`src/hdl/nn_config.svh`:
```
`ifndef NN_CONFIG_SVH
`define NN_CONFIG_SVH

// layer shape
`define NN_NUM_NEURONS 4 // neurons in the layer
`define NN_NUM_INPUTS 15 // activations per sample

// activation quantization
`define NN_FRAC_SHIFT 6 // accumulator fraction bits dropped by the activation
`define NN_OUT_MAX 127 // ceiling of a neuron output

`endif
```
`src/hdl/nnPkg.sv`:
```
`default_nettype none

`include "nn_config.svh"

package nnPkg;

	typedef logic signed [7:0] activation_t;
	typedef logic signed [7:0] weight_t;
	typedef logic signed [15:0] bias_t;
	typedef logic signed [22:0] accum_t; // fifteen products plus bias cannot overflow this
	typedef logic [7:0] result_t;

	// configuration write fields
	typedef logic [$clog2(`NN_NUM_NEURONS)-1:0] neuronSel_t;
	typedef logic [$clog2(`NN_NUM_INPUTS)-1:0] inputSel_t;
	typedef logic [15:0] cfgData_t;

	typedef enum logic
	{
		TARGET_WEIGHT = 1'b0,
		TARGET_BIAS = 1'b1
	} cfgTarget_t;

endpackage

`default_nettype wire

```
`src/hdl/cfgIf.sv`:
```
`timescale 1ns/10ps
`default_nettype none

interface cfgIf;

	logic wrEn; // one-cycle strobe, the bank writes on this edge
	nnPkg::cfgTarget_t target;
	nnPkg::neuronSel_t neuron;
	nnPkg::inputSel_t index; // ignored for bias writes
	nnPkg::cfgData_t data; // a weight uses the low byte only

	modport sequencer
	(
		output wrEn, target, neuron, index, data
	);

	modport bank
	(
		input wrEn, target, neuron, index, data
	);

endinterface

`default_nettype wire

```
`src/hdl/layerSequencer.sv`:
```
`timescale 1ns/10ps
`default_nettype none

module layerSequencer
(
	input wire logic clk,
	input wire logic reset,
	input wire logic sampleValid,
	input wire logic cfgWrite,
	input nnPkg::cfgTarget_t cfgTarget,
	input nnPkg::neuronSel_t cfgNeuron,
	input nnPkg::inputSel_t cfgIndex,
	input nnPkg::cfgData_t cfgData,
	cfgIf.sequencer cfg,
	output logic resultValid,
	output logic cfgDropped,
	output logic [15:0] sampleCount
);

	logic [2:0] validPipe; // bit 0 is stage 1, bit 2 lines up with the neuron results
	logic writeBlocked;

	// the sample arriving now and the one in stage 1 still need the current weights
	assign writeBlocked = sampleValid || validPipe[0];

	assign cfg.wrEn = cfgWrite && !writeBlocked;
	assign cfg.target = cfgTarget;
	assign cfg.neuron = cfgNeuron;
	assign cfg.index = cfgIndex;
	assign cfg.data = cfgData;

	assign resultValid = validPipe[2];

	always_ff @(posedge clk)
	begin
		if (reset)
		begin
			validPipe <= '0;
			cfgDropped <= 1'b0;
			sampleCount <= '0;
		end
		else
		begin
			validPipe <= {validPipe[1:0], sampleValid};
			cfgDropped <= cfgWrite && writeBlocked;
			if (validPipe[2])
				sampleCount <= sampleCount + 16'd1;
		end
	end

endmodule

`default_nettype wire

```
`src/flat_wrapper.sv`:
```
// flat-port wrapper written by rule: the top's interface ports become plain ports
module layerSequencer_flat 
  (clk, reset, sampleValid, cfgWrite, cfgTarget, cfgNeuron, cfgIndex, cfgData, resultValid, cfgDropped, sampleCount, cfg_wrEn, cfg_target, cfg_neuron, cfg_index, cfg_data);
  cfgIf cfg_i ();
  input wire logic clk;
  input wire logic reset;
  input wire logic sampleValid;
  input wire logic cfgWrite;
  input nnPkg::cfgTarget_t cfgTarget;
  input nnPkg::neuronSel_t cfgNeuron;
  input nnPkg::inputSel_t cfgIndex;
  input nnPkg::cfgData_t cfgData;
  output logic resultValid;
  output logic cfgDropped;
  output logic [15:0] sampleCount;
  output wire logic [$bits(cfg_i.wrEn)-1:0] cfg_wrEn;
  output wire logic [$bits(cfg_i.target)-1:0] cfg_target;
  output wire logic [$bits(cfg_i.neuron)-1:0] cfg_neuron;
  output wire logic [$bits(cfg_i.index)-1:0] cfg_index;
  output wire logic [$bits(cfg_i.data)-1:0] cfg_data;
  assign cfg_wrEn = cfg_i.wrEn;
  assign cfg_target = cfg_i.target;
  assign cfg_neuron = cfg_i.neuron;
  assign cfg_index = cfg_i.index;
  assign cfg_data = cfg_i.data;
  layerSequencer u_core (.clk(clk), .reset(reset), .sampleValid(sampleValid), .cfgWrite(cfgWrite), .cfgTarget(cfgTarget), .cfgNeuron(cfgNeuron), .cfgIndex(cfgIndex), .cfgData(cfgData), .cfg(cfg_i), .resultValid(resultValid), .cfgDropped(cfgDropped), .sampleCount(sampleCount));
endmodule
```
`config.mk`:
```
export PLATFORM = sky130hd
export DESIGN_NAME = layerSequencer_flat
export DESIGN_NICKNAME = d
export VERILOG_FILES = /design/src/hdl/nnPkg.sv /design/src/hdl/cfgIf.sv /design/src/hdl/layerSequencer.sv /design/src/flat_wrapper.sv
export VERILOG_INCLUDE_DIRS = /design/src /design/src/hdl
export SDC_FILE = /design/constraint.sdc
export NUM_CORES = 1
export LEC_CHECK = 0
export BUFFER_PORTS_ARGS = -buffer_cell sky130_fd_sc_hd__buf_4
export CAP_MARGIN = 20
export CORE_MARGIN = 10
export CORE_UTILIZATION = 37
export CTS_CLUSTER_SIZE = 40
export DETAILED_ROUTE_END_ITERATION = 8
export PLACE_DENSITY = 0.78
export SLEW_MARGIN = 20
export SYNTH_ARGS = -nofsm -noshare
export SYNTH_HDL_FRONTEND = slang
export SYNTH_SLANG_ARGS = --single-unit
```
`constraint.sdc`:
```
create_clock -name clk -period 2.1 [get_ports clk]
set_input_delay 0.42 -clock clk [delete_from_list [all_inputs] [get_ports clk]]
set_output_delay 0.42 -clock clk [all_outputs]
set_load 0.005 [all_outputs]
```
==> summary.txt <==
Routing
  • Via Count: 735
  • Final wirelength: 2.141 mm
  • DR WL/cell: 14.97 µm
  • Initial DRC Count: 27
  • DRC Markers: 0
  • Post-route ant nets: 0
  • Drt pass-1 iters: 4
  • Vias per cell: 5.140

Yosys
  • Post-synth EDFFs: 0
  • Syn Inst Count: 113
  • Synth Warn #: 0
  • Synth async-reset ratio: 0%
  • Cell Area, Synth: 1017 µm²
  • Top-count cell post-synth: buf_4
  • Mean Syn Cell Area: 9.002 µm²
  • Top area cells in the synthesized netlist: dfxtp_1 39%, buf_4 18%, nor2_1 5.2%, xnor2_1 4.3%, xor2_1 4.3%
  • Library cells used by synthesis: 32
  • Post-synth top cells: 24 x buf_4, 20 x dfxtp_1, 14 x nor2_1
  • Post-synth top area cell: dfxtp_1
  • Most used DFF post-synth: dfxtp_1
  • Post-synth top area share: 39.36%
  • Post-synthesis sequential area ratio: 39.36%
  • FF+latch count, synth: 20
  • Synth Net Count: 141

Timing
  • Endpoints failing setup: 0
  • Max-slew headroom: 82.12%
  • Max Freq: 568.7 MHz
  • Final min period: 1758 ps
  • Worst-Margin Slew: 264.7 ps
  • Final Hold Fails: 0
  • Crit share post-route: 83.73%
  • Worst Setup Slack, final: 341.6 ps
  • Setup TNS: 0 ps
  • Unrepaired setup endpoints after global routing: false
  • Hold_ws: 343.8 ps
  • Final Max Slew Viols: 0
  • Final Skew: 2.296 ps

Run status
  • Outcome: complete, no violations

Setup path
  • Data required time of the critical path: 2330 ps
  • Worst EP arrival: 1990 ps
  • Critical path class: reg -> reg
  • CP max FO: 5
  • Worst setup SP type: flip-flop
  • CP Capture Type: flip-flop

Finish
  • Number of antenna repair diodes: 0
  • Post-Layout Cell Count: 143
  • Fin area: 1062 µm²
  • Layout Area Growth over Synthesis: 4.428%
  • Final Util: 41.74%
  • Fillers: 269
  • Layout Nets: 143
  • Layout cells sized above 1: 30.09%

Placement
  • Dpl hpwl: 1.665 mm
  • Pre-CTS WS: 371.5 ps
  • Area after DPL: 1040 µm²
  • Cells after DPL: 140
  • Gpl congestion: 0.8000
  • PortBufs: 22

Clock tree
  • Worst-Skew Late Latency: 290 ps
  • Setup Buffers After CTS: 0
  • Total clock sinks: 20
  • Clock Path Buffers: 2
  • TritonCTS clock tree: done
  • H-tree depth: 1
  • CTS Hold Buffers Added: 0
  • Post-cts sizing count: 0
  • Clk slew on worst S/H paths: 100 ps
  • TritonCTS buffer count: 3
  • CTS root buf: clkbuf_4

Global route
  • Congestion Overflow GR: 0
  • Global-route wire length before repair: 3.532 mm
  • Largest net degree at the start of global routing: 23
  • Initial antenna violation count: 0
  • Total global routing track utilization: 8.221%
  • Vias in the first global route: 765

Floorplan
  • Chip width: 72.44 µm
  • Ports: 69
  • Initial Util: 39.97%
  • Die height: 72.44 µm
  • Cell row count: 18
  • Core area: 2545 µm²
  • Die footprint: 5247 µm²

Worst hold path
  • Hold Crit Class: in -> reg

Pwr
  • Maximum VDD drop: 478.4 µV
  • Leakage Power: 0.4231 nW
  • Final Total Pwr: 581.3 µW
  • Pwr dens: 547.2 nW/µm²

Flow run
  • Number of max-cap violations: 0
## cells in the final DEF, fill, tap and decap left out, drive strengths merged
master and count:
or4 1, dfxtp 20, inv 1, and4 2, or2 1, or3 1
a21oi 3, nand3 4, o41ai 1, nor3b 1, xnor2 5, nor2 15
ha 1, xor2 5, or4b 1, nand4 5, buf 23, clkbuf 3
nor3 3, o31ai 1, nor2b 5, mux2i 1, and3 1, o21ai 1
mux2 2, and2 1, nand2 5
## final timing paths
| kind | depth (start not counted) | end | startpoint | slack [ps] |
|---|---|---|---|---|
| worst max register to register | 5 | u_core.sampleCount[14] | u_core.sampleCount[0] | 340 |
| worst min register to register | 1 | u_core.validPipe[2] | u_core.validPipe[1] | 470 |
| worst max-delay path | 5 | u_core.sampleCount[14] | u_core.sampleCount[0] | 340 |
| worst min-delay path | 2 | u_core.validPipe[0] | sampleValid | 340 |
## final cells by class
| cell class | count | area, µm² | share of cell area (%) |
|---|---|---|---|
| repair buffers | 23 | 172.7 | 16.25 |
| multi-input cells | 66 | 425.4 | 40.05 |
| flip-flops and latches | 20 | 400.4 | 37.69 |
| clock buffers | 3 | 22.52 | 2.120 |
| inverters | 1 | 3.754 | 0.3534 |
| well taps | 30 | 37.54 | 3.534 |
## registers in the layout (all words and copies together) (netlist names)
register / count
u_core.cfgDropped: 1
u_core.validPipe: 3
u_core.sampleCount: 16
## kinds of logic after synthesis
kind of cell | Yosys count | synth area share, %
flops | 20 | 39.36
fa+ha+maj | 1 | 1.230
xor+xnor | 10 | 8.610
compound gates | 6 | 3.567
buf+inv | 27 | 18.82
simple gates | 46 | 25.22
mux | 3 | 3.198
## worst max-delay path, cell delays in order, from the launching register on
cell and delay [ps]:
dfxtp_1 430, ha_1 190, and4_1 320, nand2_2 110
or4_1 500, a21oi_1 140
## power breakdown
group	internal [mW]	leakage, nW	switching [mW]
Sequential	0.383	0.162	0.00324
Combinational	0.0116	0.247	0.0111
Clock	0.0668	0.0138	0.105
## routing by layer
layer	up-vias	part of all wire (%)	wire length, µm	track usage [%]
met4	0	2.8	61	5.485
met1	330	43	912	8.851
met3	10	12	250	4.354
met2	35	43	916	12.24
li1	360	-	-	-
met5	-	0	0	0
(Power assumes the default switching activity.)
