[config.mk]
export PLATFORM = sky130hd
export DESIGN_NAME = weightBank_flat
export DESIGN_NICKNAME = d
export VERILOG_FILES = /design/src/hdl/nnPkg.sv /design/src/hdl/cfgIf.sv /design/src/hdl/weightBank.sv /design/src/flat_wrapper.sv
export VERILOG_INCLUDE_DIRS = /design/src /design/src/hdl
export SDC_FILE = /design/constraint.sdc
export NUM_CORES = 1
export LEC_CHECK = 0
export BUFFER_PORTS_ARGS = -buffer_cell sky130_fd_sc_hd__buf_2
export CAP_MARGIN = 30
export CORE_MARGIN = 2
export CORE_UTILIZATION = 45
export CTS_CLUSTER_SIZE = 12
export DETAILED_ROUTE_END_ITERATION = 10
export GPL_TIMING_DRIVEN = 0
export PLACE_DENSITY = 0.7
export SLEW_MARGIN = 20
export SYNTH_ARGS = -nofsm -noshare
export SYNTH_HDL_FRONTEND = slang
export SYNTH_SLANG_ARGS = --single-unit
[constraint.sdc]
create_clock -name clk -period 1.9 [get_ports clk]
set_clock_uncertainty 0.2 [all_clocks]
set_input_delay 0.095 -clock clk [delete_from_list [all_inputs] [get_ports clk]]
set_output_delay 0.095 -clock clk [all_outputs]
set_load 0.02 [all_outputs]
[src/hdl/nn_config.svh]
`ifndef NN_CONFIG_SVH
`define NN_CONFIG_SVH

// layer shape
`define NN_NUM_NEURONS 4 // neurons in the layer
`define NN_NUM_INPUTS 15 // activations per sample

// activation quantization
`define NN_FRAC_SHIFT 6 // accumulator fraction bits dropped by the activation
`define NN_OUT_MAX 127 // ceiling of a neuron output

`endif
[src/hdl/nnPkg.sv]
`default_nettype none

`include "nn_config.svh"

package nnPkg;

	typedef logic signed [7:0] activation_t;
	typedef logic signed [7:0] weight_t;
	typedef logic signed [15:0] bias_t;
	typedef logic signed [22:0] accum_t; // fifteen products plus bias cannot overflow this
	typedef logic [7:0] result_t;

	// configuration write fields
	typedef logic [$clog2(`NN_NUM_NEURONS)-1:0] neuronSel_t;
	typedef logic [$clog2(`NN_NUM_INPUTS)-1:0] inputSel_t;
	typedef logic [15:0] cfgData_t;

	typedef enum logic
	{
		TARGET_WEIGHT = 1'b0,
		TARGET_BIAS = 1'b1
	} cfgTarget_t;

endpackage

`default_nettype wire

[src/hdl/cfgIf.sv]
`timescale 1ns/10ps
`default_nettype none

interface cfgIf;

	logic wrEn; // one-cycle strobe, the bank writes on this edge
	nnPkg::cfgTarget_t target;
	nnPkg::neuronSel_t neuron;
	nnPkg::inputSel_t index; // ignored for bias writes
	nnPkg::cfgData_t data; // a weight uses the low byte only

	modport sequencer
	(
		output wrEn, target, neuron, index, data
	);

	modport bank
	(
		input wrEn, target, neuron, index, data
	);

endinterface

`default_nettype wire

[src/hdl/weightBank.sv]
`timescale 1ns/10ps
`default_nettype none

`include "nn_config.svh"

module weightBank
(
	input wire logic clk,
	input wire logic reset,
	cfgIf.bank cfg,
	output nnPkg::weight_t weights [`NN_NUM_NEURONS][`NN_NUM_INPUTS],
	output nnPkg::bias_t biases [`NN_NUM_NEURONS]
);

	logic weightWrite;
	logic biasWrite;

	assign weightWrite = cfg.wrEn && (cfg.target == nnPkg::TARGET_WEIGHT);
	assign biasWrite = cfg.wrEn && (cfg.target == nnPkg::TARGET_BIAS);

	always_ff @(posedge clk)
	begin
		if (reset)
		begin
			for (int n = 0; n < `NN_NUM_NEURONS; n++)
			begin
				biases[n] <= '0;
				for (int i = 0; i < `NN_NUM_INPUTS; i++)
					weights[n][i] <= '0;
			end
		end
		else
		begin
			// an index or neuron number past the end matches nothing
			for (int n = 0; n < `NN_NUM_NEURONS; n++)
			begin
				if (cfg.neuron == nnPkg::neuronSel_t'(n))
				begin
					if (biasWrite)
						biases[n] <= nnPkg::bias_t'(cfg.data);
					for (int i = 0; i < `NN_NUM_INPUTS; i++)
					begin
						if (weightWrite && cfg.index == nnPkg::inputSel_t'(i))
							weights[n][i] <= nnPkg::weight_t'(cfg.data[7:0]);
					end
				end
			end
		end
	end

endmodule

`default_nettype wire

[src/flat_wrapper.sv]
// flat-port wrapper written by rule: the top's interface ports become plain ports
module weightBank_flat 
  (clk, reset, weights, biases, cfg_wrEn, cfg_target, cfg_neuron, cfg_index, cfg_data);
  cfgIf cfg_i ();
  input wire logic clk;
  input wire logic reset;
  output nnPkg::weight_t weights[`NN_NUM_NEURONS][`NN_NUM_INPUTS];
  output nnPkg::bias_t biases[`NN_NUM_NEURONS];
  input wire logic [$bits(cfg_i.wrEn)-1:0] cfg_wrEn;
  input wire logic [$bits(cfg_i.target)-1:0] cfg_target;
  input wire logic [$bits(cfg_i.neuron)-1:0] cfg_neuron;
  input wire logic [$bits(cfg_i.index)-1:0] cfg_index;
  input wire logic [$bits(cfg_i.data)-1:0] cfg_data;
  assign cfg_i.wrEn = cfg_wrEn;
  assign cfg_i.target = cfg_target;
  assign cfg_i.neuron = cfg_neuron;
  assign cfg_i.index = cfg_index;
  assign cfg_i.data = cfg_data;
  weightBank u_core (.clk(clk), .reset(reset), .cfg(cfg_i), .weights(weights), .biases(biases));
endmodule
==> impl_metrics.py <==
metrics = {
    "synthesis": {
        "synth-edff-count": 0,
        "synthCells": 1950,
        "syn_nets": 1976,
        "synth_area_um2": 21000,
        "yosys.area.top_type_share_pct": 52.0,
        "ys_warn_count": 0,
        "yosysTopAreaCell": "dfxtp_1",
        "syn_area_per_cell_um2": 10.7,
        "ys_ff_latch": 544,
        "yosys-top-cells-count": "dfxtp_1, nand2b_1, mux2i_1",
        "yosysSeqAreaShare_pct": 52.0,
        "yosysUniqueCellTypes": 24,
        "ys_top_cells_by_area": "dfxtp_1, mux2i_1, nand2b_1",
        "yosysMostFrequentCell": "dfxtp_1",
        "synthArstFlopShare_pct": 0,
        "synth_flop_cell": "dfxtp_1",
    },
    "grt": {
        "grt_overflow": 0,
        "met1_usage_pct": 34.2,
        "grt.met2_usage_pct": 46.5,
        "grt_pass1_wl_mm": 102,
        "first_global_vias": 16200,
        "grt_max_degree": 14,
        "grt_use_total_pct": 27.7,
        "grt_antenna_before_repair": 3,
        "met3_usage_pct": 7.18,
        "gr-max-usage-layer": "met2",
    },
    "timing": {
        "hold_viol_final": 5,
        "finalCritPeriodShare_pct": 99.6,
        "min_period_ps": 1890,
        "slew_headroom_pct": 45.5,
        "max_freq_ghz": 0.529,
        "tightest_slew_ps": 817,
        "setup_viol": 0,
        "rsz0062_at_grt": "no",
        "hold_slack_ps": -12.5,
        "final-max-slew-violation-count": 0,
    },
    "detailed_routing": {
        "antenna_left": 0,
        "routed_wl_mm": 69.5,
        "wire_per_inst_um": 21.4,
        "drc_errors": 0,
        "drt_iter0_markers": 795,
        "vias_per_cell": 5.05,
        "drtPass1Iterations": 5,
        "num_vias": 16400,
    },
    "critical_path": {
        "path_max_fanout": 10,
        "path_cells": "dlygate4sd3_1, buf_2, nand2b_1, clkbuf_1, mux2i_1",
        "crit_arrival_ps": 2130,
        "critPathTopFamily": "buffers and inverters",
        "crit_type": "in2reg",
        "crit_required_ps": 2140,
        "crit_slowest_cell": "clkbuf_1",
        "slowest_delay_ps": 570,
        "cp-start-kind": "primary input",
        "cp-end-kind": "flop",
        "crit_buf_inv": 3,
    },
    "floorplan": {
        "die_area_um2": 48300,
        "dieHeight_um": 220,
        "start_util_pct": 45.3,
        "die-width_um": 220,
        "rows": 79,
        "io-pin-count": 570,
        "coreArea_um2": 46300,
    },
    "place": {
        "post-dp-hpwl_mm": 49.4,
        "dp_cells": 3124,
        "place_congestion": 0.837,
        "io_buffers": 566,
    },
    "cts": {
        "postCtsSetupRepairBufs": 0,
        "htreeDepth": 2,
        "numCtsBuffers": 56,
        "clk_latency_ps": 590,
        "cts.reportedPaths.clkPinSlew_ps": 60,
        "cts_tree": "built",
        "cts.sinks": 544,
        "clockBufferDepth": 3,
        "cts_root_buf": "clkbuf_16",
    },
    "power": {
        "p_leak_nw": 14.5,
        "max-vdd-ir-drop_uv": 758,
        "p_per_area_nw_per_um2": 882,
    },
    "run_status": {
        "outcome": "complete, but fails checks",
        "violations": "negative hold slack",
    },
    "final_layout": {
        "nets": 2623,
        "drive_gt1_share_pct": 28.5,
        "syn2layout_area_growth_pct": 27.0,
        "fin_cells": 3243,
    },
    "flow_run": {
        "maxCapViolations": 0,
    },
    "min_path": {
        "hold_path.class": "in2reg",
    },
}
## worst paths after layout
check / startpoint / to / slack, ps / cells after the start
max: cfg_data[4] / u_core.weights[180] / 8 / 5
min: cfg_neuron[0] / u_core.biases[33] / -10 / 5
max reg2reg: u_core.weights[73] / u_core.weights[73] / 1010 / 2
min reg2reg: u_core.biases[45] / u_core.biases[45] / 250 / 2
## sequential cells by signal, summed over array words and instances, names as in the netlist
signal	flops
u_core.weights	480
u_core.biases	64
## through the flow
stage                     TNS (ps)  area, um^2  utilization, %  setup slack, ps  power, W
after global routing             0       26600            57.5            0.247    0.0242
after detailed placement   -260180       24600            53.1             -718    0.0128
after floorplan                  0       21000               -              390    0.0124
final                            0       26600            57.5             8.36    0.0235
after CTS                        0       26600            57.5             1.82    0.0236
after global placement     -273220       24600            53.1             -915    0.0128
## cells by family after synthesis
family / synth area share [%]
buf+inv: 3.20
compound gates: 1.53
flops: 52.0
simple gates: 20.4
mux: 22.9
## final cells by class
| cell class | instances | area (um^2) |
|---|---|---|
| Multi-Input combinational cell | 1249 | 9400 |
| Antenna cell | 4 | 10.0 |
| Buffer | 153 | 671 |
| Clock inverter | 6 | 110 |
| Sequential cell | 544 | 10900 |
| Tap cell | 607 | 759 |
| Clock buffer | 87 | 1670 |
| Fill cell | 4017 | 19600 |
| Timing Repair Buffer | 593 | 3110 |
## power breakdown
group / internal, W / total (W) / switching [W]
Clock: 0.00636 / 0.0108 / 0.00447
Combinational: 0.000396 / 0.00115 / 0.000753
Sequential: 0.0115 / 0.0115 / 0.0000284
Total: 0.0182 / 0.0235 / 0.00525
## cells in the final DEF, fill, tap and decap left out, types with 2 or more instances in the layout
cell	n
buf_4	12
nand4_2	3
clkinvlp_4	2
and4_1	2
bufinv_16	3
nand2_1	131
clkbuf_16	57
clkbuf_2	11
nand2_2	54
clkbuf_8	13
dlygate4sd3_1	25
buf_6	4
a21oi_1	64
diode_2	4
clkbuf_1	131
nand2b_1	488
and4bb_2	7
nor4b_4	4
mux2i_1	480
buf_2	578
and4b_1	7
dfxtp_1	544
nand4b_1	2
## per-layer routing
metal / wire length (um) / part of all wire [%]
met2: 33200 / 48
met5: 0 / 0
met3: 4850 / 7.0
met4: 2630 / 3.8
met1: 28900 / 42
## worst reg2reg max path: stages (launching register included)
cell,delay (ps)
dfxtp_1,390
nand2b_1,90
mux2i_1,140
## what timing repair did
item / CTS / global route
hold buffers: 26 / 1
hold endpoints to repair: 64 / 6
endpoints found under the setup margin: 45 / 77
pin swaps: 0 / 1
resized for setup: 4 / 16
Power figures use the tool's default switching activity.
